### config.mk
export PLATFORM = sky130hd
export DESIGN_NAME = mem_ctrl_flat
export DESIGN_NICKNAME = d
export VERILOG_FILES = /design/src/logic/soc_map_pkg.sv /design/src/logic/core_bus_if.sv /design/src/logic/mem_ctrl.sv /design/src/flat_wrapper.sv
export SDC_FILE = /design/constraint.sdc
export NUM_CORES = 1
export LEC_CHECK = 0
export ABC_CLOCK_PERIOD_IN_PS = 1400
export BUFFER_PORTS_ARGS = -buffer_cell sky130_fd_sc_hd__buf_2
export CAP_MARGIN = 25
export CORE_AREA = 3 3 130 132
export CTS_CLUSTER_SIZE = 12
export DETAILED_ROUTE_END_ITERATION = 10
export DIE_AREA = 0 0 133 135
export GPL_TIMING_DRIVEN = 0
export HOLD_SLACK_MARGIN = 0.02
export SYNTH_ARGS = -nofsm -noshare
export SYNTH_HDL_FRONTEND = slang
export SYNTH_SLANG_ARGS = --single-unit
### constraint.sdc
create_clock -name clk -period 1.4 [get_ports clk]
set_input_delay 0.07 -clock clk [delete_from_list [all_inputs] [get_ports clk]]
set_output_delay 0.07 -clock clk [all_outputs]
set_load 0.1 [all_outputs]
### src/logic/soc_map_pkg.sv
// --------------------
// Address map of the subsystem. Sizes are fixed here and are not set
// per instance. Only the timer and system control answer inside MMIO.
// --------------------

package soc_map_pkg;

  // Host word and strobe widths
  localparam int addr_w = 32;
  localparam int data_w = 32;
  localparam int strb_w = 4;

  // Core register address, taken from the word address bits
  localparam int core_addr_w = 8;
  localparam int reg_lo      = 2;
  localparam int reg_hi      = reg_lo + core_addr_w - 1;

  // --------------------
  // Prefix fields
  // --------------------
  localparam int area_hi = 31;
  localparam int area_lo = 30;
  localparam int core_hi = 29;
  localparam int core_lo = 24;

  typedef enum logic [1:0] {
    AREA_ROM      = 2'h0,
    AREA_RAM      = 2'h1,
    AREA_RESERVED = 2'h2,
    AREA_MMIO     = 2'h3
  } area_e;

  // Core prefixes inside the MMIO area
  typedef enum logic [5:0] {
    CORE_TIMER    = 6'h01,
    CORE_SYS_CTRL = 6'h3f
  } core_e;

  // RAM size, lowest words hold firmware
  localparam int ram_words       = 256;
  localparam int fw_region_words = 64;

endpackage
### src/logic/core_bus_if.sv
// --------------------
// Chip-select bus from the decoder to one core. The core answers with
// ready one cycle after cs. we carries byte strobes; non-RAM cores
// treat any set bit as a write.
// --------------------
`timescale 1ns/1ps

interface core_bus_if;

  logic                                cs;
  logic [soc_map_pkg::strb_w-1:0]      we;
  logic [soc_map_pkg::core_addr_w-1:0] address;
  logic [soc_map_pkg::data_w-1:0]      write_data;
  logic [soc_map_pkg::data_w-1:0]      read_data;
  logic                                ready;

  // Decoder side
  modport ctrl (output cs, we, address, write_data, input read_data, ready);

  // Core side
  modport core (input cs, we, address, write_data, output read_data, ready);

endinterface

### src/logic/mem_ctrl.sv
// --------------------
// Host access decoder. One access outstanding at a time; the host must
// hold its request until host_ready. Unmapped areas and core prefixes
// complete after one cycle with zero data.
// --------------------
`timescale 1ns/1ps

module mem_ctrl (
  input  logic                           clk,
  input  logic                           reset_n,
  input  logic                           host_valid,
  input  logic [soc_map_pkg::addr_w-1:0] host_addr,
  input  logic [soc_map_pkg::data_w-1:0] host_wdata,
  input  logic [soc_map_pkg::strb_w-1:0] host_wstrb,
  output logic                           host_ready,
  output logic [soc_map_pkg::data_w-1:0] host_rdata,
  core_bus_if.ctrl                       ram_bus,
  core_bus_if.ctrl                       timer_bus,
  core_bus_if.ctrl                       ctrl_bus
);

  soc_map_pkg::area_e                  area;
  soc_map_pkg::core_e                  core;
  logic [soc_map_pkg::core_addr_w-1:0] reg_addr;
  logic [soc_map_pkg::data_w-1:0]      rdata_new;
  logic                                ready_new;

  // --------------------
  // Address split
  // --------------------
  assign area     = soc_map_pkg::area_e'(host_addr[soc_map_pkg::area_hi:soc_map_pkg::area_lo]);
  assign core     = soc_map_pkg::core_e'(host_addr[soc_map_pkg::core_hi:soc_map_pkg::core_lo]);
  assign reg_addr = host_addr[soc_map_pkg::reg_hi:soc_map_pkg::reg_lo];

  // Address, data and strobes go to every core, only cs differs
  assign ram_bus.address      = reg_addr;
  assign ram_bus.write_data   = host_wdata;
  assign ram_bus.we           = host_wstrb;

  assign timer_bus.address    = reg_addr;
  assign timer_bus.write_data = host_wdata;
  assign timer_bus.we         = host_wstrb;

  assign ctrl_bus.address     = reg_addr;
  assign ctrl_bus.write_data  = host_wdata;
  assign ctrl_bus.we          = host_wstrb;

  // --------------------
  // Core select and response mux
  // --------------------
  always_comb begin
    ram_bus.cs   = 1'b0;
    timer_bus.cs = 1'b0;
    ctrl_bus.cs  = 1'b0;
    rdata_new    = '0;
    ready_new    = 1'b0;

    // Selects drop while the response is presented
    if (host_valid && !host_ready) begin
      case (area)
        soc_map_pkg::AREA_RAM: begin
          ram_bus.cs = 1'b1;
          rdata_new  = ram_bus.read_data;
          ready_new  = ram_bus.ready;
        end

        soc_map_pkg::AREA_MMIO: begin
          case (core)
            soc_map_pkg::CORE_TIMER: begin
              timer_bus.cs = 1'b1;
              rdata_new    = timer_bus.read_data;
              ready_new    = timer_bus.ready;
            end

            soc_map_pkg::CORE_SYS_CTRL: begin
              ctrl_bus.cs = 1'b1;
              rdata_new   = ctrl_bus.read_data;
              ready_new   = ctrl_bus.ready;
            end

            // Empty MMIO slot
            default: begin
              ready_new = 1'b1;
            end
          endcase
        end

        // No ROM in this subsystem
        soc_map_pkg::AREA_ROM, soc_map_pkg::AREA_RESERVED: begin
          ready_new = 1'b1;
        end
      endcase
    end
  end

  // --------------------
  // Registered host response
  // --------------------
  always_ff @(posedge clk) begin
    if (!reset_n) begin
      host_ready <= 1'b0;
    end else begin
      host_ready <= ready_new;
    end
  end

  always_ff @(posedge clk) begin
    host_rdata <= rdata_new;
  end

endmodule

### src/flat_wrapper.sv
// flat-port wrapper written by rule: the top's interface ports become plain ports
module mem_ctrl_flat 
  (clk, reset_n, host_valid, host_addr, host_wdata, host_wstrb, host_ready, host_rdata, ram_bus_cs, ram_bus_we, ram_bus_address, ram_bus_write_data, ram_bus_read_data, ram_bus_ready, timer_bus_cs, timer_bus_we, timer_bus_address, timer_bus_write_data, timer_bus_read_data, timer_bus_ready, ctrl_bus_cs, ctrl_bus_we, ctrl_bus_address, ctrl_bus_write_data, ctrl_bus_read_data, ctrl_bus_ready);
  core_bus_if ram_bus_i ();
  core_bus_if timer_bus_i ();
  core_bus_if ctrl_bus_i ();
  input  logic clk;
  input  logic reset_n;
  input  logic host_valid;
  input  logic [soc_map_pkg::addr_w-1:0] host_addr;
  input  logic [soc_map_pkg::data_w-1:0] host_wdata;
  input  logic [soc_map_pkg::strb_w-1:0] host_wstrb;
  output logic host_ready;
  output logic [soc_map_pkg::data_w-1:0] host_rdata;
  output wire logic [$bits(ram_bus_i.cs)-1:0] ram_bus_cs;
  output wire logic [$bits(ram_bus_i.we)-1:0] ram_bus_we;
  output wire logic [$bits(ram_bus_i.address)-1:0] ram_bus_address;
  output wire logic [$bits(ram_bus_i.write_data)-1:0] ram_bus_write_data;
  input wire logic [$bits(ram_bus_i.read_data)-1:0] ram_bus_read_data;
  input wire logic [$bits(ram_bus_i.ready)-1:0] ram_bus_ready;
  output wire logic [$bits(timer_bus_i.cs)-1:0] timer_bus_cs;
  output wire logic [$bits(timer_bus_i.we)-1:0] timer_bus_we;
  output wire logic [$bits(timer_bus_i.address)-1:0] timer_bus_address;
  output wire logic [$bits(timer_bus_i.write_data)-1:0] timer_bus_write_data;
  input wire logic [$bits(timer_bus_i.read_data)-1:0] timer_bus_read_data;
  input wire logic [$bits(timer_bus_i.ready)-1:0] timer_bus_ready;
  output wire logic [$bits(ctrl_bus_i.cs)-1:0] ctrl_bus_cs;
  output wire logic [$bits(ctrl_bus_i.we)-1:0] ctrl_bus_we;
  output wire logic [$bits(ctrl_bus_i.address)-1:0] ctrl_bus_address;
  output wire logic [$bits(ctrl_bus_i.write_data)-1:0] ctrl_bus_write_data;
  input wire logic [$bits(ctrl_bus_i.read_data)-1:0] ctrl_bus_read_data;
  input wire logic [$bits(ctrl_bus_i.ready)-1:0] ctrl_bus_ready;
  assign ram_bus_cs = ram_bus_i.cs;
  assign ram_bus_we = ram_bus_i.we;
  assign ram_bus_address = ram_bus_i.address;
  assign ram_bus_write_data = ram_bus_i.write_data;
  assign ram_bus_i.read_data = ram_bus_read_data;
  assign ram_bus_i.ready = ram_bus_ready;
  assign timer_bus_cs = timer_bus_i.cs;
  assign timer_bus_we = timer_bus_i.we;
  assign timer_bus_address = timer_bus_i.address;
  assign timer_bus_write_data = timer_bus_i.write_data;
  assign timer_bus_i.read_data = timer_bus_read_data;
  assign timer_bus_i.ready = timer_bus_ready;
  assign ctrl_bus_cs = ctrl_bus_i.cs;
  assign ctrl_bus_we = ctrl_bus_i.we;
  assign ctrl_bus_address = ctrl_bus_i.address;
  assign ctrl_bus_write_data = ctrl_bus_i.write_data;
  assign ctrl_bus_i.read_data = ctrl_bus_read_data;
  assign ctrl_bus_i.ready = ctrl_bus_ready;
  mem_ctrl u_core (.clk(clk), .reset_n(reset_n), .host_valid(host_valid), .host_addr(host_addr), .host_wdata(host_wdata), .host_wstrb(host_wstrb), .host_ready(host_ready), .host_rdata(host_rdata), .ram_bus(ram_bus_i), .timer_bus(timer_bus_i), .ctrl_bus(ctrl_bus_i));
endmodule
Word-level counts from Yosys, hierarchy flattened:

Cells that the tools add are included.

* output and inout port bits: 168
* register bits after elaboration: 33
* bits of input ports: 170

* reduce and logical (&&, ||, !) cells: 5
* equality and inequality tests: 5
* muxes and demuxes: 12

Operator list (number)
* $pmux W32 S2: 2
* $mux W1: 8
* $eq A6 B1 Y1 const B: 1
* $eq A6 B6 Y1 const B: 1
* $eq A2 B2 Y1 const B: 2
* $pmux W1 S3: 1
* $eq A2 B1 Y1 const B: 1
* $logic_not A2 Y1: 1
* $pmux W1 S2: 1
* $reduce_and A2 Y1: 1
* $reduce_or A2 Y1: 1
* $logic_and A1 B1 Y1: 1
* $logic_not A1 Y1: 1

Longest topological paths before layout:

* depth after elaboration: 4
* mapped depth: 7
* mapped depth without buffers: 3

Worst setup path before layout:

Ideal clock, no wire load.

* path kind: reg2out
* start point: register u_core.host_ready
* end point: output port ctrl_bus_cs
* data required time: 1.330 ns
* stages on the path, launching flop included: 5
* buffers on the path: 2
* arrival: 2.024 ns
* path slack: -0.694 ns
* cells stage by stage: dfxtp_1 -> and4b_1 -> buf_2 -> buf_6 -> and3_1

* word-level cells in the longest chain between the ends: 3

Ends and longest elaborated chain
* start, declared: line mem_ctrl.sv:15 `output logic host_ready,`
* start signal, assigned: line mem_ctrl.sv:103 `host_ready <= ready_new;`
* $logic_not A1 Y1: line mem_ctrl.sv:59 `if (host_valid && !host_ready) begin`
* $logic_and A1 B1 Y1: line mem_ctrl.sv:59
* $mux W1: line mem_ctrl.sv:59
* end, declared: line flat_wrapper.sv:27 `output wire logic [$bits(ctrl_bus_i.cs)-1:0] ctrl_bus_cs;`

No other way between the ends.

Worst setup path after layout:

* start point: register u_core.host_ready
* end point: output port timer_bus_cs

* word-level cells in the longest chain between the ends: 3

Ends and longest elaborated chain
* $logic_not A1 Y1: line mem_ctrl.sv:59
* $logic_and A1 B1 Y1: line mem_ctrl.sv:59
* $mux W1: line mem_ctrl.sv:59
* end, declared: line flat_wrapper.sv:21 `output wire logic [$bits(timer_bus_i.cs)-1:0] timer_bus_cs;`

No other way between the ends.

==> impl_results.md <==
- Status: complete, but fails checks
- Violated checks: negative setup slack
- Pins Over Slew Limit: 0
- Cell Area, Synth: 2619 sq um
- Rows: 46
- Share of layout cells above drive strength 1: 68.34%
- Synth cell count leaders: buf_4, nand4_1, dfxtp_1, nand3_1, nand2_1
- Power share of the clock group: 26.0%
- Yosys synthesis warning count: 0
- P_sw: 2.432 mW
- Fin. Hold Viols: 0
- FF+latch count, synth: 33
- Worst Slack Setup Final: -62.29 ps
- Area growth syn-to-layout: 87.05%
- Setup Viol. Count Final: 2
- Max Root-Sink Buffers: 2
- Finished Layout Cells: 874
- Yosys top cell by area: buf_4
- Largest net degree at the start of global routing: 12
- Cell with the most instances after synthesis: buf_4
- Starting Density: 16.55%
- Die width: 133 um
- Initial antenna violation count: 2
- Total CTS buffers: 5
- Drt via density: 3.870
- Clock transition at path regs: 60 ps
- Die H: 135 um
- Post-DR wirelength/cell: 14.75 um
- CP startpoint kind: register
- Post-DP HPWL: 10530 um
- Clk_skew: 4.140 ps
- Top_reg_cell synth: dfxtp_1
- Tcrit/Tclk final: 104.4%
- Hold slack: 27.50 ps
- Total power divided by cell area: 984.1 nW/um^2
- Full die area: 17960 sq um
- EDFF count, synth: 0
- Fmax: 683.9 MHz
- H-tree depth: 2
- Cell Int Power: 2.388 mW
- Number of global-route vias before repair: 3386
- Final Net Count: 826
- Initial DRC Count: 100
- Total of max-cap violations: 0
- DRC Markers: 0
- GRT overflow: 0
- Gr usage total: 13.31%
- Syn_nets: 505
- R2r endpoint: u_core.host_rdata[7]$_SDFF_PN0_
- Reg power frac: 20.1%
- R2r startpoint: u_core.host_ready$_SDFF_PN0_
- Placed cells: 827
- Number of clock sinks: 33
- # fillers: 1713
- Number of buffers inserted by port buffering: 276
- Share of the synthesized area in the top cell type: 38.99%
- Largest cells by area after synthesis: buf_4, dfxtp_1, nand4_1, nand3_1, nand2_1
- DRT antenna net count: 0
- Worst min path class: in2reg
- Critical Path End Type: output port
- Clock latency on the worst-skew pair: 280 ps
- Hold path depth: 3
- Post-synthesis sequential area ratio: 25.23%
- Root Buffer: clkbuf_16
- Pre-antenna DRT Iters: 6
- Slew margin rel.: 65.24%
- Final WL: 12890 um
- Hold_sp: ram_bus_read_data[28]
- Crit path kind: reg2out
- Gpl congestion: 0.7570
- VDD IR max: 0.6382 mV
- Boundary Pins: 338
- Fin crit period: 1462 ps
- Floorplan core area: 15830 sq um
- Combinational share of power: 53.9%
- Sw Ratio: 50.46%
- Multi-input logic area: 847.1 sq um
- Sequential cell area: 664.4 sq um
- Leakage: 2.686 nW
- Req. time, crit path: 1330 ps
- Via count: 3382
- Syn Inst Count: 335
- Netlist cell types: 22
- Post-synth ARST share: 0%
- FF-to-FF setup slack: 40 ps
- RSZ-0062 raised after global routing: true
- Arr. time, crit path: 1390 ps
- Average size of a mapped cell: 7.817 sq um
- Worst-path fanout max: 5
- CTS tree: done
- WHS Endpoint: u_core.host_rdata[28]$_SDFF_PN0_
- First-pass GRT wire length: 18530 um
- Slew at the pin with the worst max-slew slack: 521.4 ps
- Pre-CTS WS: -514.8 ps
- Reg2reg path depth: 6
## cells in the final DEF, fill, tap and decap left out
cell type / n
a211oi_1: 3
a211oi_2: 1
a32oi_1: 4
and2_1: 1
and3_4: 2
and4_1: 1
and4b_2: 1
and4bb_2: 1
buf_12: 3
buf_2: 280
buf_4: 145
buf_6: 1
buf_8: 3
clkbuf_1: 8
clkbuf_16: 6
clkbuf_2: 2
clkbuf_8: 1
dfxtp_1: 32
dfxtp_4: 1
diode_2: 1
dlygate4sd3_1: 30
inv_1: 1
nand2_1: 31
nand3_1: 32
nand4_1: 56
nand4bb_1: 1
nor2_1: 4
nor2_2: 1
nor2b_1: 2
nor4b_4: 1
o311a_1: 2
## state kept, by name, summed over array words and instances (netlist names)
register and flops:
u_core.host_rdata 32, u_core.host_ready 1
## cell type report
cell class	count	area share (%)
repair buffers	316	36.78
clock buffers	8	3.423
well taps	216	5.517
plain buffers	155	23.29
flip-flops and latches	33	13.56
multi-input cells	144	17.29
inverters	1	0.07663
diodes	1	0.05109
## power by group through the flow
stage / Sequential, mW / Combinational (mW) / Clock, mW
floorplan: 1.18 / 1.91 / 0
global placement: 0.991 / 2.51 / 0
detailed placement: 0.991 / 2.51 / 0
CTS: 0.970 / 2.61 / 1.30
global route: 0.972 / 2.68 / 1.35
finish: 0.970 / 2.60 / 1.25
## cell families (layout without fill, tap and decap cells)
logic type | count (synthesis) | count (layout) | synth area share, %
flip-flops | 33 | 33 | 25.23
buffers and inverters | 158 | 480 | 42.95
AND/OR/NAND/NOR | 134 | 134 | 28.38
other | 0 | 1 | 0
AO/OA/AOI/OAI | 10 | 10 | 3.440
## worst max-delay path: stages, from the launching register on
cell     delay [ps]
dfxtp_4         340
and4b_2         310
buf_6           120
and3_4          180
buf_12          170
## per-stage QoR
stage / cell area, sq um / util [%] / TNS, ps / power [mW]
4_1_cts: 4883 / 30.85 / -307.2 / 4.877
3_5_place_dp: 4289 / 27.10 / -4918 / 3.504
5_1_grt: 4896 / 30.93 / -249.8 / 4.997
2_1_floorplan: 2638 / - / -293.2 / 3.089
3_3_place_gp: 4289 / 27.10 / -4611 / 3.502
6_report: 4898 / 30.95 / -123.1 / 4.820
## routing by layer
metal | track usage (%) | vias to the layer above | part of all wire (%)
met5 | 0 | - | 0.16
met4 | 3.637 | 4 | 1.3
met3 | 4.247 | 14 | 9.7
met2 | 24.92 | 208 | 52
met1 | 14.37 | 1475 | 37
li1 | - | 1681 | -
## timing repair
item,CTS,global route
setup buffers,8,2
endpoints found under the setup margin,7,24
endpoints found under the hold margin,26,0
hold buffers,30,0
resized for setup,25,3
pin swaps,2,2
## worst max path at each step
stage / cells past startpoint / from / endpoint
after floorplan: 4 / u_core.host_ready$_SDFF_PN0_ / ctrl_bus_cs
after global placement: 5 / host_addr[26] / timer_bus_cs
after detailed placement: 5 / host_addr[26] / timer_bus_cs
after CTS: 5 / u_core.host_ready$_SDFF_PN0_ / timer_bus_cs
after global routing: 4 / u_core.host_ready$_SDFF_PN0_ / timer_bus_cs
final: 4 / u_core.host_ready$_SDFF_PN0_ / timer_bus_cs
No activity file was read; power rests on OpenSTA's default activity.
