==> src/logic/soc_map_pkg.sv <==
// --------------------
// Address map of the subsystem. Sizes are fixed here and are not set
// per instance. Only the timer and system control answer inside MMIO.
// --------------------

package soc_map_pkg;

  // Host word and strobe widths
  localparam int addr_w = 32;
  localparam int data_w = 32;
  localparam int strb_w = 4;

  // Core register address, taken from the word address bits
  localparam int core_addr_w = 8;
  localparam int reg_lo      = 2;
  localparam int reg_hi      = reg_lo + core_addr_w - 1;

  // --------------------
  // Prefix fields
  // --------------------
  localparam int area_hi = 31;
  localparam int area_lo = 30;
  localparam int core_hi = 29;
  localparam int core_lo = 24;

  typedef enum logic [1:0] {
    AREA_ROM      = 2'h0,
    AREA_RAM      = 2'h1,
    AREA_RESERVED = 2'h2,
    AREA_MMIO     = 2'h3
  } area_e;

  // Core prefixes inside the MMIO area
  typedef enum logic [5:0] {
    CORE_TIMER    = 6'h01,
    CORE_SYS_CTRL = 6'h3f
  } core_e;

  // RAM size, lowest words hold firmware
  localparam int ram_words       = 256;
  localparam int fw_region_words = 64;

endpackage
==> src/logic/core_regs_pkg.sv <==
// --------------------
// Register offsets of the timer and system control cores, in words.
// Offsets not listed here read as zero.
// --------------------

package core_regs_pkg;

  // --------------------
  // Timer
  // --------------------
  // Ctrl bit 0 start, bit 1 stop, both pulses
  localparam logic [soc_map_pkg::core_addr_w-1:0] ADDR_TIMER_CTRL      = 8'h08;
  // Status bit 0 running
  localparam logic [soc_map_pkg::core_addr_w-1:0] ADDR_TIMER_STATUS    = 8'h09;
  localparam logic [soc_map_pkg::core_addr_w-1:0] ADDR_TIMER_PRESCALER = 8'h0a;
  localparam logic [soc_map_pkg::core_addr_w-1:0] ADDR_TIMER_VALUE     = 8'h0b;

  typedef enum logic {
    TIMER_IDLE = 1'b0,
    TIMER_RUN  = 1'b1
  } timer_state_e;

  // --------------------
  // System control
  // --------------------
  localparam logic [soc_map_pkg::core_addr_w-1:0] ADDR_NAME     = 8'h00;
  localparam logic [soc_map_pkg::core_addr_w-1:0] ADDR_VERSION  = 8'h02;
  localparam logic [soc_map_pkg::core_addr_w-1:0] ADDR_APP_MODE = 8'h08;
  // LED bits 2:0 are r, g, b
  localparam logic [soc_map_pkg::core_addr_w-1:0] ADDR_LED      = 8'h09;

  // Identity, "apps" in ASCII
  localparam logic [soc_map_pkg::data_w-1:0] CORE_NAME    = 32'h6170_7073;
  localparam logic [soc_map_pkg::data_w-1:0] CORE_VERSION = 32'h0000_0001;

endpackage

==> src/logic/core_bus_if.sv <==
// --------------------
// Chip-select bus from the decoder to one core. The core answers with
// ready one cycle after cs. we carries byte strobes; non-RAM cores
// treat any set bit as a write.
// --------------------
`timescale 1ns/1ps

interface core_bus_if;

  logic                                cs;
  logic [soc_map_pkg::strb_w-1:0]      we;
  logic [soc_map_pkg::core_addr_w-1:0] address;
  logic [soc_map_pkg::data_w-1:0]      write_data;
  logic [soc_map_pkg::data_w-1:0]      read_data;
  logic                                ready;

  // Decoder side
  modport ctrl (output cs, we, address, write_data, input read_data, ready);

  // Core side
  modport core (input cs, we, address, write_data, output read_data, ready);

endinterface

==> src/logic/sys_ctrl.sv <==
// --------------------
// System control. Application mode is set by any write to its
// register and only reset clears it.
// --------------------
`timescale 1ns/1ps

module sys_ctrl (
  input  logic     clk,
  input  logic     reset_n,
  core_bus_if.core bus,
  output logic     app_mode,
  output logic     led_r,
  output logic     led_g,
  output logic     led_b
);

  logic [2:0]                     led;
  logic [soc_map_pkg::data_w-1:0] rdata_new;
  logic                           wr_en;

  assign wr_en = bus.cs && (|bus.we);

  // --------------------
  // Control registers
  // --------------------
  always_ff @(posedge clk) begin
    if (!reset_n) begin
      app_mode  <= 1'b0;
      led       <= 3'b000;
      bus.ready <= 1'b0;
    end else begin
      bus.ready <= bus.cs;

      // Write-once, the data value is ignored
      if (wr_en && (bus.address == core_regs_pkg::ADDR_APP_MODE)) begin
        app_mode <= 1'b1;
      end
      if (wr_en && (bus.address == core_regs_pkg::ADDR_LED)) begin
        led <= bus.write_data[2:0];
      end
    end
  end

  assign led_r = led[2];
  assign led_g = led[1];
  assign led_b = led[0];

  // --------------------
  // Read mux
  // --------------------
  always_comb begin
    rdata_new = '0;
    case (bus.address)
      core_regs_pkg::ADDR_NAME:     rdata_new      = core_regs_pkg::CORE_NAME;
      core_regs_pkg::ADDR_VERSION:  rdata_new      = core_regs_pkg::CORE_VERSION;
      core_regs_pkg::ADDR_APP_MODE: rdata_new[0]   = app_mode;
      core_regs_pkg::ADDR_LED:      rdata_new[2:0] = led;
      default:                      rdata_new      = '0;
    endcase
  end

  always_ff @(posedge clk) begin
    if (bus.cs) begin
      bus.read_data <= rdata_new;
    end
  end

endmodule

==> src/flat_wrapper.sv <==
// flat-port wrapper written by rule: the top's interface ports become plain ports
module sys_ctrl_flat 
  (clk, reset_n, app_mode, led_r, led_g, led_b, bus_cs, bus_we, bus_address, bus_write_data, bus_read_data, bus_ready);
  core_bus_if bus_i ();
  input  logic clk;
  input  logic reset_n;
  output logic app_mode;
  output logic led_r;
  output logic led_g;
  output logic led_b;
  input wire logic [$bits(bus_i.cs)-1:0] bus_cs;
  input wire logic [$bits(bus_i.we)-1:0] bus_we;
  input wire logic [$bits(bus_i.address)-1:0] bus_address;
  input wire logic [$bits(bus_i.write_data)-1:0] bus_write_data;
  output wire logic [$bits(bus_i.read_data)-1:0] bus_read_data;
  output wire logic [$bits(bus_i.ready)-1:0] bus_ready;
  assign bus_i.cs = bus_cs;
  assign bus_i.we = bus_we;
  assign bus_i.address = bus_address;
  assign bus_i.write_data = bus_write_data;
  assign bus_read_data = bus_i.read_data;
  assign bus_ready = bus_i.ready;
  sys_ctrl u_core (.clk(clk), .reset_n(reset_n), .bus(bus_i), .app_mode(app_mode), .led_r(led_r), .led_g(led_g), .led_b(led_b));
endmodule
==> config.mk <==
export PLATFORM = sky130hd
export DESIGN_NAME = sys_ctrl_flat
export DESIGN_NICKNAME = d
export VERILOG_FILES = /design/src/logic/soc_map_pkg.sv /design/src/logic/core_regs_pkg.sv /design/src/logic/core_bus_if.sv /design/src/logic/sys_ctrl.sv /design/src/flat_wrapper.sv
export SDC_FILE = /design/constraint.sdc
export NUM_CORES = 1
export LEC_CHECK = 0
export BUFFER_PORTS_ARGS = -buffer_cell sky130_fd_sc_hd__buf_2
export CORE_ASPECT_RATIO = 0.7
export CORE_MARGIN = 1
export CORE_UTILIZATION = 30
export DETAILED_ROUTE_END_ITERATION = 10
export GPL_TIMING_DRIVEN = 0
export HOLD_SLACK_MARGIN = 0.05
export PLACE_DENSITY_LB_ADDON = 0.1
export SETUP_SLACK_MARGIN = 0.15
export SYNTH_ARGS = -nofsm -noshare
export SYNTH_HDL_FRONTEND = slang
export SYNTH_SLANG_ARGS = --single-unit
==> constraint.sdc <==
create_clock -name clk -period 1.6 [get_ports clk]
set_input_delay 0.16 -clock clk [delete_from_list [all_inputs] [get_ports clk]]
set_output_delay 0.16 -clock clk [all_outputs]
set_load 0.01 [all_outputs]
Word-level counts from Yosys, hierarchy flattened
Cells that the tools add are included.
{ "totals": {"ff_bits": 37, "in_bits": 47, "out_inout_bits": 37, "wordCells": 16} }
{ "op_classes": {"eq_ne": 3, "muxes": 3, "n_reduce_logical": 6} }
{ "ops": {"columns": ["cell", "count"], "rows": [
  ["$mux W28", 1],
  ["$eq A8 B4 Y1 const B", 2],
  ["$eq A8 B2 Y1 const B", 1],
  ["$logic_not A8 Y1", 1],
  ["$pmux W2 S2", 1],
  ["$reduce_or A4 Y1", 1],
  ["$logic_and A1 B1 Y1", 3],
  ["$pmux W1 S3", 1],
  ["$reduce_or A2 Y1", 1]
]} }

Depth between registers and ports, before layout
Gate-level depths: netlist of run 1.
{ "depth": {"word_depth": 3, "depth_mapped": 3, "ltp_nobuf": 3} }

Worst setup path before layout of run 1
Ideal clock, no wire load.
{ "synth_path": {"path_type": "in2reg", "start": "in bus_address[5]", "end": "reg u_core.led[0]", "setup_time_ns": 0.072, "arrival_time_ns": 1.262, "t_required_ns": 1.528, "path_slack_ns": 0.266, "cell_stages": 3, "n_path_buf": 0, "cell_sequence": "or4_4 -> nor4_4 -> mux2i_1"} }
{ "synth_via": {"elab_chain_len": 2} }
{ "synth_lines": {"columns": ["element", "line", "source"], "rows": [
  ["from (decl)", "flat_wrapper.sv:13", "input wire logic [$bits(bus_i.address)-1:0] bus_address;"],
  ["$eq A8 B4 Y1", "sys_ctrl.sv:38", "if (wr_en && (bus.address == core_regs_pkg::ADDR_LED)) begin"],
  ["$logic_and A1 B1 Y1", "sys_ctrl.sv:38", null],
  ["to (signal assigned)", "sys_ctrl.sv:39", "led <= bus.write_data[2:0];"],
  ["to (decl)", "sys_ctrl.sv:17", "logic [2:0] led;"]
]} }
Every way passes these cells.
A chain may end at the register's enable or synchronous reset.

==> metrics.txt, run 1 <==
Worst Path Max Fanout=12; number of global-route vias before repair=378; kind of critical path=reg2out; FP Rows=13; Critical Path AT=1.11 ns; GRT Util Overall=0.105; Clk Tree Root Cell=clkbuf_4; area grow syn2layout=46.4%; overall die area=2300 um^2; fin area=927 um^2; Hold Crit Class=in2reg; drt drc=10; IO buf count=36; crit path time final=1.27 ns; PD cells=615 nW/um^2; Relative slew margins=0.555; IO Pins=84; vias=550; worst slew pin tran=0.659 ns; status=finished, violations left; CTS tree=done; CTS resizes=0; Max VDD drop=0.000303 V; CTS max path bufs=2; share of cells above drive strength 1=0.556; failing checks=design-rule violations; Worst-path clk slew=0.06 ns; DP HPWL=976 um; final worst path period share=0.797; Pre-antenna DRT Iters=7; non-filler cells, final=148; post-synthesis cell area=633 um^2; synth top area cells=buf_4 33%, edfxtp_1 19%, dfxtp_1 16%; final hold vios=0; RR Startpoint=u_core.led[0]$_SDFFE_PN0P_; Routed WL per cell=7.76 um; GP Congestion=0.657; Worst-Skew Late Latency=0.27 ns; final core occ=0.483; Final Max Tran Viols=0; Critical Path Start=u_core.bus.read_data[29]$_DFFE_PP_; drt first-iter violations=16; vias per inst=3.72; Initial Util=0.330; Mapped Cells=70; Final Skew=0.00674 ns; placed inst area=901 um^2; GRT overflow=0; Worst Path Required=1.44 ns; Core Footprint=1920 um^2; Yosys reg bits=9; total wire length=1150 um; Yosys top cell area share=0.332; first-pass GRT wire length=1630 um; Final Setup Violations=0; Synth warnings=0; Inserted Clock Buffers=3; post-synthesis sequential area ratio=0.348; antenna-violating nets left=0; RSZ-0062 raised after global routing=false; crit path launch type=flop; area taken by multi-input logic gates=259 um^2; static power due to leakage=0.500 nW; die height=40.4 um; Total Nets Final=174; Synth cell types=21; initial antenna violation count=0; CP endpoint kind=output port; total clock sinks=9; largest net degree at the start of global routing=13; setup TNS=0 ns; H-Tree Depth=1; Horiz. Die Dim=56.9 um; HP Start=bus_write_data[2]; Post-CTS Setup Bufs=0; Post-CTS Hold Buffers=0; Max Cap Violations=0; fillers=220; Synth Area per Inst=9.04 um^2; ANT cells=0; Fmax=785 MHz; post-synth top area cell=buf_4; placed cells=144; Register Area=220 um^2
[where the power goes]
| group | internal, W | switching [W] |
|---|---|---|
| Combinational | 0.0000782 | 0.0000656 |
| Sequential | 0.000246 | 0.00000527 |
| Clock | 0.0000961 | 0.0000791 |
[critical path: stages, from the launching register on]
cell	delay, ns
edfxtp_1	0.53
buf_4	0.20
buf_2	0.13
[sequential cells by signal, indices dropped and copies added, names as in the netlist]
| name | count |
|---|---|
| u_core.led | 3 |
| u_core.bus.read_data | 4 |
| u_core.bus.ready | 1 |
| u_core.app_mode | 1 |
[routing by layer]
metal,part of all wire,global-route usage
met5,0,0
met4,0.021,0.0915
met3,0.15,0.0613
met2,0.38,0.141
met1,0.45,0.119
[final timing paths]
check	to	slack, ns	depth (start not counted)
max	bus_read_data[24]	0.33	2
max reg2reg	u_core.bus.read_data[0]$_DFFE_PP_	0.72	3
min	u_core.led[2]$_SDFFE_PN0P_	0.13	3
min reg2reg	u_core.led[2]$_SDFFE_PN0P_	0.47	2
[through the flow]
step                      setup WS [ns]  total power, W  hold WS, ns
after floorplan                   0.266        0.000352        0.272
after global placement           0.0902        0.000399        0.409
after detailed placement         0.0699        0.000399        0.415
after CTS                         0.307        0.000579        0.123
after global routing              0.251        0.000610        0.120
final                             0.326        0.000570        0.131
[final cells by class]
| type | count | area share |
|---|---|---|
| Clock buffer | 4 | 0.0283 |
| Multi-Input combinational cell | 48 | 0.279 |
| Tap cell | 22 | 0.0297 |
| Buffer | 29 | 0.231 |
| Timing Repair Buffer | 36 | 0.194 |
| Sequential cell | 9 | 0.238 |
[cell usage in the layout (no fill, tap or decap)]
cell type,count
a21oi_1,1
and2_1,1
and3_1,1
buf_2,36
buf_4,28
clkbuf_1,2
clkbuf_4,3
conb_1,17
dfxtp_1,5
edfxtp_1,4
mux2i_1,3
nand2_1,7
nand2b_1,2
nand3_1,2
nor2_1,5
nor3_1,1
nor4_1,1
nor4_4,1
o21a_1,2
o41ai_1,1
or2_1,1
or2_2,1
or4_4,1
[synthesized netlist by cell type, drive strengths merged]
| library cell | number |
|---|---|
| and2 | 1 |
| conb | 1 |
| nor3 | 1 |
| o21a | 2 |
| nor2 | 5 |
| nor4 | 2 |
| and3 | 1 |
| nand2 | 7 |
| nand3 | 2 |
| mux2i | 3 |
| edfxtp | 4 |
| or4 | 1 |
| dfxtp | 5 |
| buf | 28 |
| clkbuf | 1 |
| a21oi | 1 |
| or2 | 2 |
| o41ai | 1 |
| nand2b | 2 |
[cell families after synthesis]
kind of cell / count (synthesis) / share of synthesized area
AOI/OAI and AO/OA: 4 / 0.0454
buffers and inverters: 29 / 0.338
DFF: 9 / 0.348
muxes: 3 / 0.0474
other: 1 / 0.00592
and+or+nand+nor: 24 / 0.215
No activity file was read; power rests on OpenSTA's default activity.
==> run 2, diff against run 1 <==
Clock period 1.6 ns to 1.3 ns, I/O delays scaled along.
==> run 2 against run 1 <==
The flow still finishes with violations (design-rule violations). Non-clock buffer count grew 4. Clock skew rose by 0.0013 ns. Register-to-register slack got worse by 0.32 ns. Cell count is 2.7% higher. Flip-flop and latch count did not move. Critical endpoint is now bus_read_data[21].
==> metrics.txt, run 2 (synthesized netlist as in run 1, its figures left out) <==
status=finished, violations left; failing checks=design-rule violations; GP Congestion=0.693; total wire length=1340 um; Critical Path AT=1.07 ns; Worst Path Max Fanout=5; final hold slack=0.116 ns; Max Cap Violations=0; Core Footprint=1920 um^2; die height=40.4 um; Final Setup Violations=0; FP Rows=13; static power due to leakage=0.564 nW; fin area=1090 um^2; worst-path cell chain=buf_6, buf_6, buf_6; Inserted Clock Buffers=3; Routed WL per cell=8.83 um; crit path launch type=flop; Total Nets Final=178; placed inst area=901 um^2; Post-CTS Hold Buffers=0; IO buf count=36; drt first-iter violations=18; final hold vios=0; first-pass GRT wire length=1700 um; Final Max Tran Viols=0; PD cells=690 nW/um^2; vias per inst=3.73; GRT overflow=0; area grow syn2layout=71.9%; kind of critical path=reg2out; most frequent cells in the layout=25 x buf_6, 24 x buf_2, 19 x buf_4; vias=567; Worst-Skew Late Latency=0.26 ns; CP endpoint kind=output port; crit path time final=1.20 ns; final worst path period share=0.922; worst slew pin tran=0.720 ns; Hold Crit Class=in2reg; Final Skew=0.00803 ns; Relative slew margins=0.514; CTS max path bufs=2; DP HPWL=978 um; Initial Util=0.330; hold path depth=3; Fmax=834 MHz; largest registers=u_core.bus.read_data: 4 flops, u_core.led: 3 flops; drt drc=10; Clk Tree Root Cell=clkbuf_4; Horiz. Die Dim=56.9 um; share of cells above drive strength 1=0.585; Pre-antenna DRT Iters=7; slowest stage delay, CP=0.43 ns; antenna-violating nets left=0; Worst-path clk slew=0.06 ns; non-filler cells, final=152; ANT cells=0; GRT Util Overall=0.105; Max VDD drop=0.000446 V; CTS tree=done; most used cell, CP=buf_6; most common cell after layout, fill and taps aside=buf_6; overall power=0.000751 W; overall die area=2300 um^2; IO Pins=84; total clock sinks=9; CP max stage cell=edfxtp_1; R2R depth=3; Most flops, register=u_core.bus.read_data; initial antenna violation count=0; placed cells=144; number of global-route vias before repair=406; Largest register FFs=4; H-Tree Depth=1; RSZ-0062 raised after global routing=true; largest net degree at the start of global routing=9; Worst Path Required=1.17 ns
[run 2: cell count changes in the layout (fill, tap and decap cells not counted), sizes merged]
cell	before	now
buf	64	68
[run 2: layout make-up]
cell class | count | area, um^2
Fill cell | 177 | 831
Timing Repair Buffer | 40 | 293
Multi-Input combinational cell | 48 | 267
Buffer | 29 | 255
Sequential cell | 9 | 220
Tap cell | 22 | 27.5
Clock buffer | 4 | 26.3
[run 2: final timing paths]
check | start | end | slack (ns)
max | u_core.bus.read_data[29]$_DFFE_PP_ | bus_read_data[21] | 0.10
max reg2reg | u_core.led[0]$_SDFFE_PN0P_ | u_core.bus.read_data[0]$_DFFE_PP_ | 0.40
min reg2reg | u_core.led[2]$_SDFFE_PN0P_ | u_core.led[2]$_SDFFE_PN0P_ | 0.48
min | bus_write_data[2] | u_core.led[2]$_SDFFE_PN0P_ | 0.12
[run 2: metrics by stage]
step / setup slack [ns] / TNS, ns / util
floorplan: -0.00364 / -0.0109 / -
global placement: -0.174 / -0.614 / 0.469
detailed placement: -0.214 / -0.743 / 0.469
CTS: 0.0891 / 0 / 0.506
global route: 0.0523 / 0 / 0.567
finish: 0.102 / 0 / 0.567
[run 2: power by group]
part	internal [W]	total [W]	leakage (nW)	switching (W)
Combinational	0.000139	0.000237	0.469	0.0000978
Clock	0.000118	0.000208	0.0150	0.0000899
Sequential	0.000303	0.000306	0.0793	0.00000300
[run 2: repair_timing]
item | CTS | global route
pin swaps | 2 | 1
gates resized for setup | 3 | 25
buffers inserted | 4 | 0
setup endpoints to repair | 14 | 15
[run 2: layer usage]
layer	routed length, um	GRT usage	up-vias
met5	0	0	-
met4	0	0.0549	0
met3	125	0.0677	0
met2	686	0.171	31
met1	531	0.110	229
li1	-	-	307
[run 2: critical path, delay by kind of cell (launching register included)]
| kind | cells | cell delay [ns] |
|---|---|---|
| flops | 1 | 0.43 |
| buf+inv | 3 | 0.39 |
