**config.mk**
```make
export PLATFORM = sky130hd
export DESIGN_NAME = timer_core_flat
export DESIGN_NICKNAME = d
export VERILOG_FILES = /design/src/logic/soc_map_pkg.sv /design/src/logic/core_regs_pkg.sv /design/src/logic/core_bus_if.sv /design/src/logic/timer_core.sv /design/src/flat_wrapper.sv
export SDC_FILE = /design/constraint.sdc
export NUM_CORES = 1
export LEC_CHECK = 0
export ABC_AREA = 1
export BUFFER_PORTS_ARGS = -buffer_cell sky130_fd_sc_hd__clkbuf_2
export CORE_ASPECT_RATIO = 1.1
export CORE_UTILIZATION = 30
export CTS_BUF_LIST = sky130_fd_sc_hd__clkbuf_8 sky130_fd_sc_hd__clkbuf_16
export CTS_CLUSTER_DIAMETER = 40
export CTS_CLUSTER_SIZE = 12
export DETAILED_ROUTE_END_ITERATION = 16
export PLACE_DENSITY = 0.55
export SLEW_MARGIN = 20
export SYNTH_ARGS = -nofsm -noshare
export SYNTH_HDL_FRONTEND = slang
export SYNTH_SLANG_ARGS = --single-unit
export TNS_END_PERCENT = 20
```
**constraint.sdc**
```tcl
create_clock -name clk -period 5.7 [get_ports clk]
set_input_delay 0.285 -clock clk [delete_from_list [all_inputs] [get_ports clk]]
set_output_delay 0.285 -clock clk [all_outputs]
set_load 0.03 [all_outputs]
```
**src/logic/soc_map_pkg.sv**
```systemverilog
// --------------------
// Address map of the subsystem. Sizes are fixed here and are not set
// per instance. Only the timer and system control answer inside MMIO.
// --------------------

package soc_map_pkg;

  // Host word and strobe widths
  localparam int addr_w = 32;
  localparam int data_w = 32;
  localparam int strb_w = 4;

  // Core register address, taken from the word address bits
  localparam int core_addr_w = 8;
  localparam int reg_lo      = 2;
  localparam int reg_hi      = reg_lo + core_addr_w - 1;

  // --------------------
  // Prefix fields
  // --------------------
  localparam int area_hi = 31;
  localparam int area_lo = 30;
  localparam int core_hi = 29;
  localparam int core_lo = 24;

  typedef enum logic [1:0] {
    AREA_ROM      = 2'h0,
    AREA_RAM      = 2'h1,
    AREA_RESERVED = 2'h2,
    AREA_MMIO     = 2'h3
  } area_e;

  // Core prefixes inside the MMIO area
  typedef enum logic [5:0] {
    CORE_TIMER    = 6'h01,
    CORE_SYS_CTRL = 6'h3f
  } core_e;

  // RAM size, lowest words hold firmware
  localparam int ram_words       = 256;
  localparam int fw_region_words = 64;

endpackage
```
**src/logic/core_regs_pkg.sv**
```systemverilog
// --------------------
// Register offsets of the timer and system control cores, in words.
// Offsets not listed here read as zero.
// --------------------

package core_regs_pkg;

  // --------------------
  // Timer
  // --------------------
  // Ctrl bit 0 start, bit 1 stop, both pulses
  localparam logic [soc_map_pkg::core_addr_w-1:0] ADDR_TIMER_CTRL      = 8'h08;
  // Status bit 0 running
  localparam logic [soc_map_pkg::core_addr_w-1:0] ADDR_TIMER_STATUS    = 8'h09;
  localparam logic [soc_map_pkg::core_addr_w-1:0] ADDR_TIMER_PRESCALER = 8'h0a;
  localparam logic [soc_map_pkg::core_addr_w-1:0] ADDR_TIMER_VALUE     = 8'h0b;

  typedef enum logic {
    TIMER_IDLE = 1'b0,
    TIMER_RUN  = 1'b1
  } timer_state_e;

  // --------------------
  // System control
  // --------------------
  localparam logic [soc_map_pkg::core_addr_w-1:0] ADDR_NAME     = 8'h00;
  localparam logic [soc_map_pkg::core_addr_w-1:0] ADDR_VERSION  = 8'h02;
  localparam logic [soc_map_pkg::core_addr_w-1:0] ADDR_APP_MODE = 8'h08;
  // LED bits 2:0 are r, g, b
  localparam logic [soc_map_pkg::core_addr_w-1:0] ADDR_LED      = 8'h09;

  // Identity, "apps" in ASCII
  localparam logic [soc_map_pkg::data_w-1:0] CORE_NAME    = 32'h6170_7073;
  localparam logic [soc_map_pkg::data_w-1:0] CORE_VERSION = 32'h0000_0001;

endpackage

```
**src/logic/core_bus_if.sv**
```systemverilog
// --------------------
// Chip-select bus from the decoder to one core. The core answers with
// ready one cycle after cs. we carries byte strobes; non-RAM cores
// treat any set bit as a write.
// --------------------
`timescale 1ns/1ps

interface core_bus_if;

  logic                                cs;
  logic [soc_map_pkg::strb_w-1:0]      we;
  logic [soc_map_pkg::core_addr_w-1:0] address;
  logic [soc_map_pkg::data_w-1:0]      write_data;
  logic [soc_map_pkg::data_w-1:0]      read_data;
  logic                                ready;

  // Decoder side
  modport ctrl (output cs, we, address, write_data, input read_data, ready);

  // Core side
  modport core (input cs, we, address, write_data, output read_data, ready);

endinterface

```
**src/logic/timer_core.sv**
```systemverilog
// --------------------
// Countdown timer. The counter loads from the value register on start
// and steps down once every prescaler+1 cycles until it reaches zero.
// --------------------
`timescale 1ns/1ps

module timer_core (
  input  logic     clk,
  input  logic     reset_n,
  core_bus_if.core bus
);

  core_regs_pkg::timer_state_e    state;
  logic [soc_map_pkg::data_w-1:0] prescaler;
  logic [soc_map_pkg::data_w-1:0] value;
  logic [soc_map_pkg::data_w-1:0] counter;
  logic [soc_map_pkg::data_w-1:0] presc_cnt;
  logic [soc_map_pkg::data_w-1:0] rdata_new;
  logic                           cs_reg;
  logic                           wr_en;
  logic                           first_wr;
  logic                           start;
  logic                           stop;

  assign wr_en    = bus.cs && (|bus.we);
  // Held writes repeat, control pulses fire once
  assign first_wr = wr_en && !cs_reg;
  assign start    = first_wr && (bus.address == core_regs_pkg::ADDR_TIMER_CTRL) &&
                    bus.write_data[0];
  assign stop     = first_wr && (bus.address == core_regs_pkg::ADDR_TIMER_CTRL) &&
                    bus.write_data[1];

  // --------------------
  // Registers and countdown
  // --------------------
  always_ff @(posedge clk) begin
    if (!reset_n) begin
      state     <= core_regs_pkg::TIMER_IDLE;
      prescaler <= '0;
      value     <= '0;
      counter   <= '0;
      presc_cnt <= '0;
      cs_reg    <= 1'b0;
      bus.ready <= 1'b0;
    end else begin
      cs_reg    <= bus.cs;
      bus.ready <= bus.cs;

      if (wr_en && (bus.address == core_regs_pkg::ADDR_TIMER_PRESCALER)) begin
        prescaler <= bus.write_data;
      end
      if (wr_en && (bus.address == core_regs_pkg::ADDR_TIMER_VALUE)) begin
        value <= bus.write_data;
      end

      // Stop wins over start
      if (stop) begin
        state <= core_regs_pkg::TIMER_IDLE;
      end else if (start) begin
        state     <= core_regs_pkg::TIMER_RUN;
        counter   <= value;
        presc_cnt <= '0;
      end else if (state == core_regs_pkg::TIMER_RUN) begin
        if (counter == '0) begin
          state <= core_regs_pkg::TIMER_IDLE;
        end else if (presc_cnt == prescaler) begin
          presc_cnt <= '0;
          counter   <= counter - 1'b1;
        end else begin
          presc_cnt <= presc_cnt + 1'b1;
        end
      end
    end
  end

  // --------------------
  // Read mux
  // --------------------
  always_comb begin
    rdata_new = '0;
    case (bus.address)
      core_regs_pkg::ADDR_TIMER_STATUS:    rdata_new[0] = (state == core_regs_pkg::TIMER_RUN);
      core_regs_pkg::ADDR_TIMER_PRESCALER: rdata_new    = prescaler;
      core_regs_pkg::ADDR_TIMER_VALUE:     rdata_new    = counter;
      default:                             rdata_new    = '0;
    endcase
  end

  always_ff @(posedge clk) begin
    if (bus.cs) begin
      bus.read_data <= rdata_new;
    end
  end

endmodule

```
**src/flat_wrapper.sv**
```systemverilog
// flat-port wrapper written by rule: the top's interface ports become plain ports
module timer_core_flat 
  (clk, reset_n, bus_cs, bus_we, bus_address, bus_write_data, bus_read_data, bus_ready);
  core_bus_if bus_i ();
  input  logic clk;
  input  logic reset_n;
  input wire logic [$bits(bus_i.cs)-1:0] bus_cs;
  input wire logic [$bits(bus_i.we)-1:0] bus_we;
  input wire logic [$bits(bus_i.address)-1:0] bus_address;
  input wire logic [$bits(bus_i.write_data)-1:0] bus_write_data;
  output wire logic [$bits(bus_i.read_data)-1:0] bus_read_data;
  output wire logic [$bits(bus_i.ready)-1:0] bus_ready;
  assign bus_i.cs = bus_cs;
  assign bus_i.we = bus_we;
  assign bus_i.address = bus_address;
  assign bus_i.write_data = bus_write_data;
  assign bus_read_data = bus_i.read_data;
  assign bus_ready = bus_i.ready;
  timer_core u_core (.clk(clk), .reset_n(reset_n), .bus(bus_i));
endmodule
```
# After elaboration in Yosys (flattened, before gate mapping)
# Index checks and enable logic that the tools add are counted.
classes:
  add_sub_neg: 2
  n_eq_ne: 6
  n_mux: 13
  n_bitwise: 2
  n_reduce_logical: 15
op_table:
  columns: ["cell", "n"]
  rows:
  - ["32-bit 2-to-1 mux", 8]
  - ["31-bit one-hot mux with 2 select lines", 1]
  - ["32-bit by 1-bit adder with 32-bit output, second input constant", 1]
  - ["32-bit == test", 1]
  - ["8-bit by 4-bit == test with 1-bit output, second input constant", 4]
  - ["32-bit zero test", 1]
  - ["32-bit by 1-bit subtractor with 32-bit output, second input constant", 1]
  - ["1-bit logical AND", 7]
  - ["4-bit AND reduction", 1]
  - ["2-bit nonzero test", 2]
  - ["4-bit OR reduction", 1]
  - ["1-bit 2-to-1 mux", 3]
  - ["1-bit one-hot mux with 3 select lines", 1]
  - ["3-bit AND reduction", 1]
  - ["2-bit by 1-bit != test with 1-bit output, second input constant", 1]
  - ["1-bit NOT", 2]
  - ["2-bit OR reduction", 1]
  - ["1-bit zero test", 1]
word_totals:
  regBits: 162
  inputBits: 47
  elab_cells: 45

# Logic depth before layout (Yosys ltp)
# Gate-level depths: netlist of the first run.
depth:
  word_depth: 7
  ltp_mapped: 14

# Worst setup path after synthesis of the first run
# No wires, ideal clock.
synth_path:
  kind: "register -> register"
  startpoint: "register u_core.counter[0] in the netlist's numbering"
  endpoint: "register u_core.presc_cnt[5] in the netlist's numbering"
  setup_time_ns: 0.115
  t_arrival_ns: 1.681
  required_ns: 5.585
  path_slack_ns: 3.904
  stages_incl_launch_ff: 14
  path_buffers: 2
  synth_period_minus_slack_ns: 1.796
  cell_sequence: "dfxtp_1 > inv_1 > ha_1 > nand3_1 > nor2_2 > nand2_1 > nor2_1 > nand2_1 > inv_2 > nor2_4 > buf_4 > buf_6 > a21oi_1 > nor2_1"
synth_via:
  elab_chain_len: 3
synth_lines:
  columns: ["element", "line", "text"]
  rows:
  - ["from (decl)", "timer_core.sv:16", "logic [soc_map_pkg::data_w-1:0] counter;"]
  - ["from (signal assigned)", "timer_core.sv:61", "counter <= value;"]
  - ["from (signal assigned)", "timer_core.sv:68", "counter <= counter - 1'b1;"]
  - ["32-bit zero test", "timer_core.sv:64", "if (counter == '0) begin"]
  - ["2-bit by 1-bit != test with 1-bit output (no source line)", null, null]
  - ["3-bit AND reduction (no source line)", null, null]
  - ["to (signal assigned)", "timer_core.sv:70", "presc_cnt <= presc_cnt + 1'b1;"]
  - ["to (decl)", "timer_core.sv:17", "logic [soc_map_pkg::data_w-1:0] presc_cnt;"]
# Every way passes these cells.
# A chain may end at the register's enable or synchronous reset.

# Worst setup path in the final report of the first run
layout_path:
  startpoint: "register u_core.counter[0] in the netlist's numbering"
  endpoint: "register u_core.counter[0] in the netlist's numbering"
layout_via:
  elab_chain_len: 5
  elab_cells_between_ends: 8
layout_lines:
  columns: ["element", "line", "text"]
  rows:
  - ["32-bit by 1-bit subtractor with 32-bit output", "timer_core.sv:68", null]
  - ["32-bit 2-to-1 mux", "timer_core.sv:66", "end else if (presc_cnt == prescaler) begin"]
  - ["32-bit 2-to-1 mux", "timer_core.sv:64", null]
  - ["32-bit 2-to-1 mux", "timer_core.sv:63", "end else if (state == core_regs_pkg::TIMER_RUN) begin"]
  - ["32-bit 2-to-1 mux", "timer_core.sv:59", "end else if (start) begin"]
# Several ways; a longest one is shown, not always the timed one. The select of a mux whose other input is x is not followed.

==> results.txt, run 1 <==
status - completed
die area - 29400 um2
PnR Total Power - 2.43 mW
fraction of synthesized area in multiplexers - 0.232%
clock root cell - clkbuf_16
Initial Util - 30.8%
initial antenna violation count - 0
asr flop ratio synth - 0%
drt via density - 4.88
Synth warnings - 0
Hold Path Sink - u_core.value[11]
fill cell count - 3005
Net Sw Frac - 24.8%
Worst VDD drop - 147 uV
ys flop type - dfxtp_1
Non-Filler Cell Area, Final - 9860 um2
period utilization - 63.0%
gr usage total - 19.7%
Slew headroom - 36.2%
RSZ-0062 raised after global routing - false
#FFs+latches synth - 162
largest family of logic cells by synthesized area - simple AND/OR/NAND/NOR gates
Distinct cells, synth - 36
crit-path cells - inv_1 -> ha_1 -> nand3_1 -> nor2_2 -> nand2_1 -> nor2_1 -> nand2_1 -> inv_2 -> nor2_4 -> nand2_4 -> nand2_1 -> o21ai_0
clock share of power - 47.1%
gpl congestion - 0.921
width of the die - 164 um
cts bufs inserted - 17
vias in the first global route - 7800
Worst Tran Pin Value - 0.956 ns
post-DP HPWL - 21.0 mm
Syn Area/Cell - 6.98 um2
Worst-path clk slew - 0.07 ns
leak pwr - 4.14 nW
CP Launch Type - register
Worst-Skew Late Latency - 0.44 ns
Top Family by Delay on Critical Path - simple AND/OR/NAND/NOR gates
WL per Instance - 17.0 um
worst-path fanout max - 40
pin count of the biggest net entering global routing - 77
Worst Skew - 0.0126 ns
HP Class - input pin to register
critical path arrival - 3.88 ns
hold path cells - 3
R2R Setup Slk - 2.11 ns
multi-input logic area - 4250 um2
Setup Buffers After CTS - 0
Post-CTS Resized - 0
Syn Nets - 1284
Int Pwr - 1.83 mW
CP max stage cell - nand2_1
WP buf/inv - 2
Reg2Reg Depth - 12
vias - 8109
number of max-capacitance violations reported - 0
Hold Path Origin - bus_write_data[11]
total clock sinks - 162
grt total ovfl - 0
Crit Path Category - register to register
RR Startpoint - u_core.counter[0]
# nets final - 1336
min Tclk post-route - 3.59 ns
Worst R2R End - u_core.counter[0]
I/O pins - 80
Largest stage delay, worst path - 0.86 ns
Layout area overhead - 14.4%
xor/xnor share of the synthesized area - 3.66%
share of cells above drive strength 1 - 11.5%
post-synthesis compound-gate area fraction - 12.3%
Clock Tree Buf Depth - 2
combinational share of power - 4.3%
First-pass DRT Iterations - 4
Row Count - 64
Final Hold Vio Count - 0
Synth Area in Simple Gates - 32.7%
Post-Synth Adder-Cell Area - 0.290%
PortBufs - 79
EDFF count, synth - 32
number of H-tree levels - 4
Routed WL - 28.3 mm
total net switching power - 602 uW
Synth Cell Area - 8620 um2
Cells after Synth - 1235
antenna-violating nets left - 0
Setup TNS - 0 ns
Register Area - 3560 um2
Pwr Density - 246 nW/um2
CP dominant cell by count - nand2_1
global-route wire length before repair - 44.0 mm
kind of end point of the critical path - register
Post-Place Cell Area - 9280 um2
Die Ht - 180 um
Fmax - 278 MHz
CTS tree - built
hold_buf cts - 0
Worst Path Required - 5.99 ns
Setup violations, final - 0
Slew Limit Fails - 0
post-synthesis sequential area ratio - 41.3%
antenna cells - 0
sequential power share - 48.6%
Initial DRC Count - 543
# DRC - 0
core box area - 28000 um2
[layout make-up]
type | count | area share [%]
Sequential cell | 162 | 36.1
Timing Repair Buffer | 85 | 4.47
Inverter | 151 | 5.75
Clock buffer | 19 | 4.82
Clock inverter | 13 | 1.13
Tap cell | 363 | 4.61
Multi-Input combinational cell | 870 | 43.1
[synth_stat cells (8+ instances only)]
library cell | number | area (um2)
a211oi_1 | 64 | 480
a21oi_1 | 20 | 100
buf_2 | 17 | 85.1
clkbuf_1 | 28 | 105
dfxtp_1 | 130 | 2600
edfxtp_1 | 32 | 961
inv_1 | 147 | 552
nand2_1 | 300 | 1130
nand3_1 | 82 | 410
nand4_1 | 25 | 156
nor2_1 | 223 | 837
nor2_2 | 8 | 50.1
o21ai_0 | 32 | 160
o21ai_1 | 9 | 45.0
o22ai_1 | 32 | 200
xnor2_1 | 24 | 210
xor2_1 | 12 | 105
[power by group through the flow]
| stage | registers (mW) | clock network [mW] | logic, mW |
|---|---|---|---|
| floorplan | 1.22 | 0 | 0.0408 |
| global route | 1.18 | 1.21 | 0.114 |
| detailed placement | 1.21 | 0 | 0.106 |
| global placement | 1.20 | 0 | 0.105 |
| finish | 1.18 | 1.14 | 0.105 |
| CTS | 1.18 | 1.16 | 0.106 |
[per-stage QoR]
stage | setup WS [ns] | hold slack [ns] | utilization (%) | cells
2_1_floorplan | 3.90 | 0.378 | - | 1235
3_3_place_gp | 1.97 | 0.483 | 33.1 | 1631
3_5_place_dp | 1.90 | 0.485 | 33.1 | 1631
4_1_cts | 2.14 | 0.0653 | 35.2 | 1663
5_1_grt | 1.80 | 0.0933 | 35.2 | 1663
6_report | 2.11 | 0.0827 | 35.2 | 1663
[flip-flops by register name (all words and copies together) (netlist names)]
signal                count
u_core.bus.read_data     32
u_core.counter           32
u_core.presc_cnt         32
u_core.prescaler         32
u_core.value             32
u_core.bus.ready          1
u_core.state              1
[cells in the final DEF, fill, tap and decap left out, types with 5 or more instances in the layout]
cell       netlist  final
clkinv_4         0      5
inv_1          147    146
edfxtp_1        32     32
o21ai_0         32     32
nor2_2           8      8
clkbuf_2         0     79
o21ai_1          9      9
a21oi_1         20     20
inv_6            0      7
a31oi_1          5      5
a211oi_1        64     64
xnor2_1         24     24
nand2_2          5      5
buf_4            3      6
xor2_1          12     12
nand3_1         82     82
dfxtp_1        130    130
o22ai_1         32     32
nand2_1        300    300
clkbuf_16        0     19
nor2_1         223    223
nor2_4           7      7
nand4_1         25     25
[how the worst max path moves through the flow]
stage	start	end	depth (start not counted)
2_1_floorplan	u_core.counter[0]	u_core.presc_cnt[5]	13
3_3_place_gp	bus_address[7]	u_core.counter[1]	9
3_5_place_dp	bus_address[7]	u_core.counter[1]	9
4_1_cts	u_core.counter[0]	u_core.counter[0]	12
5_1_grt	u_core.counter[0]	u_core.counter[0]	12
6_report	u_core.counter[0]	u_core.counter[0]	12
[worst min-delay path, stage by stage]
cell and delay [ns]:
clkbuf_2 0.08, inv_1 0.06, a211oi_1 0.06
[logic make-up (layout without fill, tap and decap cells)]
family                   Yosys count  in the layout
AND/OR/NAND/NOR                  663            663
buffers and inverters            203            268
AO/OA/AOI/OAI                    167            167
flip-flops                       162            162
XOR/XNOR                          36             36
adder cells (fa/ha/maj)            2              2
multiplexers                       2              2
[routing by layer]
layer  wire, um  GRT usage, %  up-vias
met5          0             0        -
met4       1030          8.89        0
met3       1470          3.81       53
met2      13200          31.5      213
met1      12600          25.6     3729
li1           -             -     4114
(Power assumes the default switching activity.)
==> inputs of run 2 (changes only) <==
PLACE_DENSITY = 0.57   (was 0.55)
clock period = 3.3 ns   (was 5.7 ns; I/O delays follow)
==> run 2 against run 1 <==
Compared with the run above:
- first-iteration DRC count rose by 33%
- non-clock buffer count rose by 15
- sequential share of layout area fell by 0.47 points
- die area did not move
- count of clock-buffer cells in the layout fell by 1
- sequential power rose by 73%
- critical path depth rose by 2
- wire length rose by 0.14%
- largest cell class unchanged
- final cell count rose by 0.90%
- via count rose by 1.8%
- critical endpoint is now u_core.counter[14]
- design area rose by 1.3%
==> results.txt, run 2 (synthesis results as in run 1) <==
CTS tree - built
global-route met2 utilization - 32.1%
WP buf/inv - 3
Worst Path Required - 3.63 ns
# nets final - 1351
Routed WL - 28.4 mm
Top Family by Delay on Critical Path - simple AND/OR/NAND/NOR gates
global-route wire length before repair - 44.2 mm
pin count of the biggest net entering global routing - 76
Row Count - 64
Worst-Skew Late Latency - 0.44 ns
antenna-violating nets left - 0
Crit Path Category - register to register
HP Class - input pin to register
Worst Skew - 0.0126 ns
total clock sinks - 162
cts bufs inserted - 17
vias - 8253
initial antenna violation count - 0
worst-path fanout max - 22
width of the die - 164 um
WL per Instance - 16.9 um
Final Hold Vio Count - 0
Fmax - 395 MHz
Setup violations, final - 0
Pwr Density - 426 nW/um2
RSZ-0062 raised after global routing - false
PnR Total Power - 4.26 mW
Setup TNS - 0 ns
CP max stage cell - nor2_2
gr usage total - 19.7%
Worst VDD drop - 234 uV
Die Ht - 180 um
Slew headroom - 41.0%
Placed Cells - 1639
critical path arrival - 2.87 ns
period utilization - 76.8%
antenna cells - 0
# DRC - 0
Layout area overhead - 15.9%
CP dominant cell by count - nand2_1
CP Launch Type - register
Initial Util - 30.8%
I/O pins - 80
clock root cell - clkbuf_16
Clock Tree Buf Depth - 2
most common cell after layout, fill and taps aside - nand2_1
vias in the first global route - 7844
CP Depth - 14
crit-path cells - inv_1 -> ha_1 -> nand3_1 -> nor2_2 -> nand2_1 -> nor2_1 -> nand2_1 -> inv_2 -> nor2_4 -> nand2_4 -> buf_4 -> nand2_1 -> nand2_1 -> nor2_1
Reg2Reg Depth - 14
share of cells above drive strength 1 - 11.6%
Finished Layout Cells - 1678
number of max-capacitance violations reported - 0
most frequent cells in the layout - nand2_1 (300), nor2_1 (223), inv_1 (148)
total net switching power - 978 uW
min Tclk post-route - 2.53 ns
kind of end point of the critical path - register
hold path cells - 3
Int Pwr - 3.28 mW
Worst Tran Pin Value - 0.885 ns
clock share of power - 47.4%
Largest stage delay, worst path - 0.37 ns
core box area - 28000 um2
GRT Max-Usage Layer - met2
status - completed
fill cell count - 3027
number of H-tree levels - 4
Setup Buffers After CTS - 0
die area - 29400 um2
post-DP HPWL - 20.7 mm
Initial DRC Count - 720
leak pwr - 4.21 nW
met3 usage - 3.05%
grt total ovfl - 0
sequential power share - 47.9%
grt met1 use - 25.7%
Worst-path clk slew - 0.06 ns
gpl congestion - 0.914
Net Sw Frac - 23.0%
hold slack - 0.0134 ns
First-pass DRT Iterations - 5
Slew Limit Fails - 0
PortBufs - 79
drt via density - 4.92
combinational share of power - 4.7%
==> run 2: changes by cell type in the layout (fill, tap and decap cells not counted), moves of 4 or more <==
cell and delta:
buf_4 +8, dlygate4sd3_1 +7, inv_6 -7, clkinv_4 -5, clkinv_2 +4
==> run 2: timing repair <==
| item | in CTS | in global routing |
|---|---|---|
| gates resized for setup | 0 | 0 |
| hold buffers | 7 | 0 |
| endpoints found under the hold margin | 12 | 0 |
==> run 2: per-stage QoR <==
step	instance area, um2	worst slack [ns]	utilization [%]
floorplan	8620	1.50	-
global placement	9340	0.839	33.3
detailed placement	9340	0.821	33.3
CTS	9990	0.798	35.7
global route	9990	0.617	35.7
finish	9990	0.766	35.7
==> run 2: area by class of cell <==
| cell class | instances | area [um2] | area share (%) |
|---|---|---|---|
| Multi-Input combinational cell | 870 | 4250 | 42.5 |
| Clock buffer | 18 | 439 | 4.40 |
| Tap cell | 363 | 454 | 4.55 |
| Inverter | 151 | 567 | 5.67 |
| Clock inverter | 14 | 148 | 1.48 |
| Timing Repair Buffer | 100 | 571 | 5.71 |
| Sequential cell | 162 | 3560 | 35.7 |
==> run 2: tightest hold or removal path, cell delays in order <==
cell,delay [ns]
clkbuf_2,0.08
inv_1,0.08
a211oi_1,0.07
==> run 2: worst paths after layout <==
check	slack, ns	start	to
max reg2reg	0.77	u_core.counter[0]	u_core.counter[14]
min	0.01	bus_write_data[2]	u_core.prescaler[2]
max	0.77	u_core.counter[0]	u_core.counter[14]
min reg2reg	0.49	u_core.value[5]	u_core.value[5]
==> run 2: power groups by stage <==
stage,Combinational (mW),Sequential (mW),Clock [mW]
after floorplan,0.0704,2.11,0
after global placement,0.194,2.08,0
after detailed placement,0.194,2.08,0
after CTS,0.202,2.04,2.05
after global routing,0.216,2.04,2.13
final,0.200,2.04,2.02
==> run 2: per-layer routing <==
metal	vias to the layer above	part of all wire, %
met5	-	0
met4	0	3.2
met3	57	4.4
met2	237	48
met1	3812	45
li1	4147	-
==> inputs of run 3 (changes only) <==
PLACE_DENSITY = 0.55   (was 0.57)
clock period = 2.6 ns   (was 3.3 ns; I/O delays follow)
==> run 3 against run 2 <==
Compared with the run above:
- total power grew 28%
- clock power grew 29%
- register-to-register slack got worse by 0.37 ns
- sequential share of layout area fell by 0.85 points
- design area is 2.4% higher
- core utilization grew 0.87 points
- global-route usage increased by 0.17 points
- setup slack worse by 0.37 ns
- wire length is 0.17% higher
- die area is the same
- first-iteration DRC count fell by 26%
- via count rose by 0.23%
==> results.txt, run 3 (synthesis results as in run 1) <==
period utilization - 84.6%
min Tclk post-route - 2.20 ns
Setup TNS - 0 ns
die area - 29400 um2
Layout area overhead - 18.8%
gr usage total - 19.9%
Die Ht - 180 um
Row Count - 64
# nets final - 1374
CTS tree - built
initial antenna violation count - 1
Placement Setup Slack - 0.454 ns
Initial Util - 30.8%
total clock sinks - 162
gpl congestion - 0.934
Reg2Reg Depth - 9
Slew Limit Fails - 0
Worst R2R End - u_core.presc_cnt[21]
share of cells above drive strength 1 - 12.3%
vias in the first global route - 7963
WL per Instance - 16.7 um
First-pass DRT Iterations - 6
hold path cells - 3
PnR Total Power - 5.47 mW
post-DP HPWL - 21.1 mm
I/O pins - 80
Hold Path Sink - u_core.value[27]
RR Startpoint - u_core.presc_cnt[0]
Post-CTS Resized - 0
Worst VDD drop - 327 uV
pin count of the biggest net entering global routing - 76
clock root cell - clkbuf_16
Finished Layout Cells - 1702
hold_buf cts - 22
fin worst setup slack - 0.399 ns
Routed WL - 28.4 mm
most frequent cells in the layout - nand2_1 (300), nor2_1 (223), inv_1 (146)
CP Launch Type - register
leak pwr - 4.32 nW
Worst-path clk slew - 0.07 ns
drt via density - 4.86
number of max-capacitance violations reported - 0
# DRC - 0
grt total ovfl - 0
PortBufs - 79
critical path arrival - 2.53 ns
Worst Skew - 0.00957 ns
Pwr Density - 534 nW/um2
Clock Tree Buf Depth - 2
Final Hold Vio Count - 0
Hold Path Origin - bus_write_data[27]
worst-path fanout max - 7
cts bufs inserted - 17
number of H-tree levels - 4
width of the die - 164 um
Worst Path Required - 2.93 ns
Setup violations, final - 0
most common cell after layout, fill and taps aside - nand2_1
status - completed
RSZ-0062 raised after global routing - false
Worst Tran Pin Value - 0.898 ns
HP Class - input pin to register
R2R Setup Slk - 0.40 ns
Slew headroom - 40.2%
Placed Cells - 1647
global-route wire length before repair - 44.5 mm
vias - 8272
Crit Path Category - register to register
Setup Buffers After CTS - 0
Register Area - 3560 um2
kind of end point of the critical path - register
antenna-violating nets left - 0
Fmax - 454 MHz
Worst-Skew Late Latency - 0.44 ns
hold slack - 0.00998 ns
core box area - 28000 um2
fill cell count - 3039
multi-input logic area - 4250 um2
Initial DRC Count - 532
run 3: cell count changes in the layout (fill, tap and decap cells not counted), moves of 2 or more:
cell	before	now
inv_1	148	146
inv_6	0	6
inv_8	0	2
dlygate4sd3_1	7	22
clkinv_2	4	0
buf_4	14	21
clkinv_1	3	1
run 3: cell type report:
type	instances	share of cell area, %
clock inverters	14	1.61
repair buffers	123	7.75
well taps	363	4.44
diodes	1	0.0244
flip-flops and latches	162	34.8
inverters	151	5.54
multi-input cells	870	41.5
clock buffers	18	4.29
run 3: worst max-delay path, cell delays in order, from the launching register on:
cell,delay (ns)
dfxtp_1,0.54
nand3_1,0.24
nor2_2,0.27
inv_1,0.14
nor3_2,0.21
nand4_1,0.23
nor2_1,0.24
nand3_1,0.10
nand2_1,0.09
nor2_1,0.04
run 3: metal layers:
| layer | track usage (%) | up-vias | wire length (um) |
|---|---|---|---|
| met3 | 3.60 | 39 | 1490 |
| met1 | 25.6 | 3788 | 12500 |
| li1 | - | 4205 | - |
| met4 | 6.93 | 0 | 827 |
| met5 | 0 | - | 0 |
| met2 | 33.1 | 240 | 13600 |
run 3: stage by stage:
stage               util (%)  area (um2)
floorplan                  -        8620
global placement        33.6        9410
detailed placement      33.6        9410
CTS                     36.5       10200
global route            36.5       10200
finish                  36.5       10200
run 3: how the worst max path moves through the flow:
stage	startpoint	endpoint	slack, ns	cells after the start
after CTS	u_core.counter[0]	u_core.presc_cnt[17]	0.41	12
after global placement	u_core.presc_cnt[0]	u_core.presc_cnt[21]	0.46	9
after detailed placement	u_core.counter[0]	u_core.presc_cnt[17]	0.45	12
after floorplan	u_core.counter[0]	u_core.presc_cnt[5]	0.80	13
final	u_core.presc_cnt[0]	u_core.presc_cnt[21]	0.40	9
after global routing	u_core.counter[0]	u_core.counter[10]	0.16	11
run 3: where the power goes:
part / switching (mW) / internal (mW)
Clock: 1.14 / 1.47
Sequential: 0.00840 / 2.58
Combinational: 0.186 / 0.0862
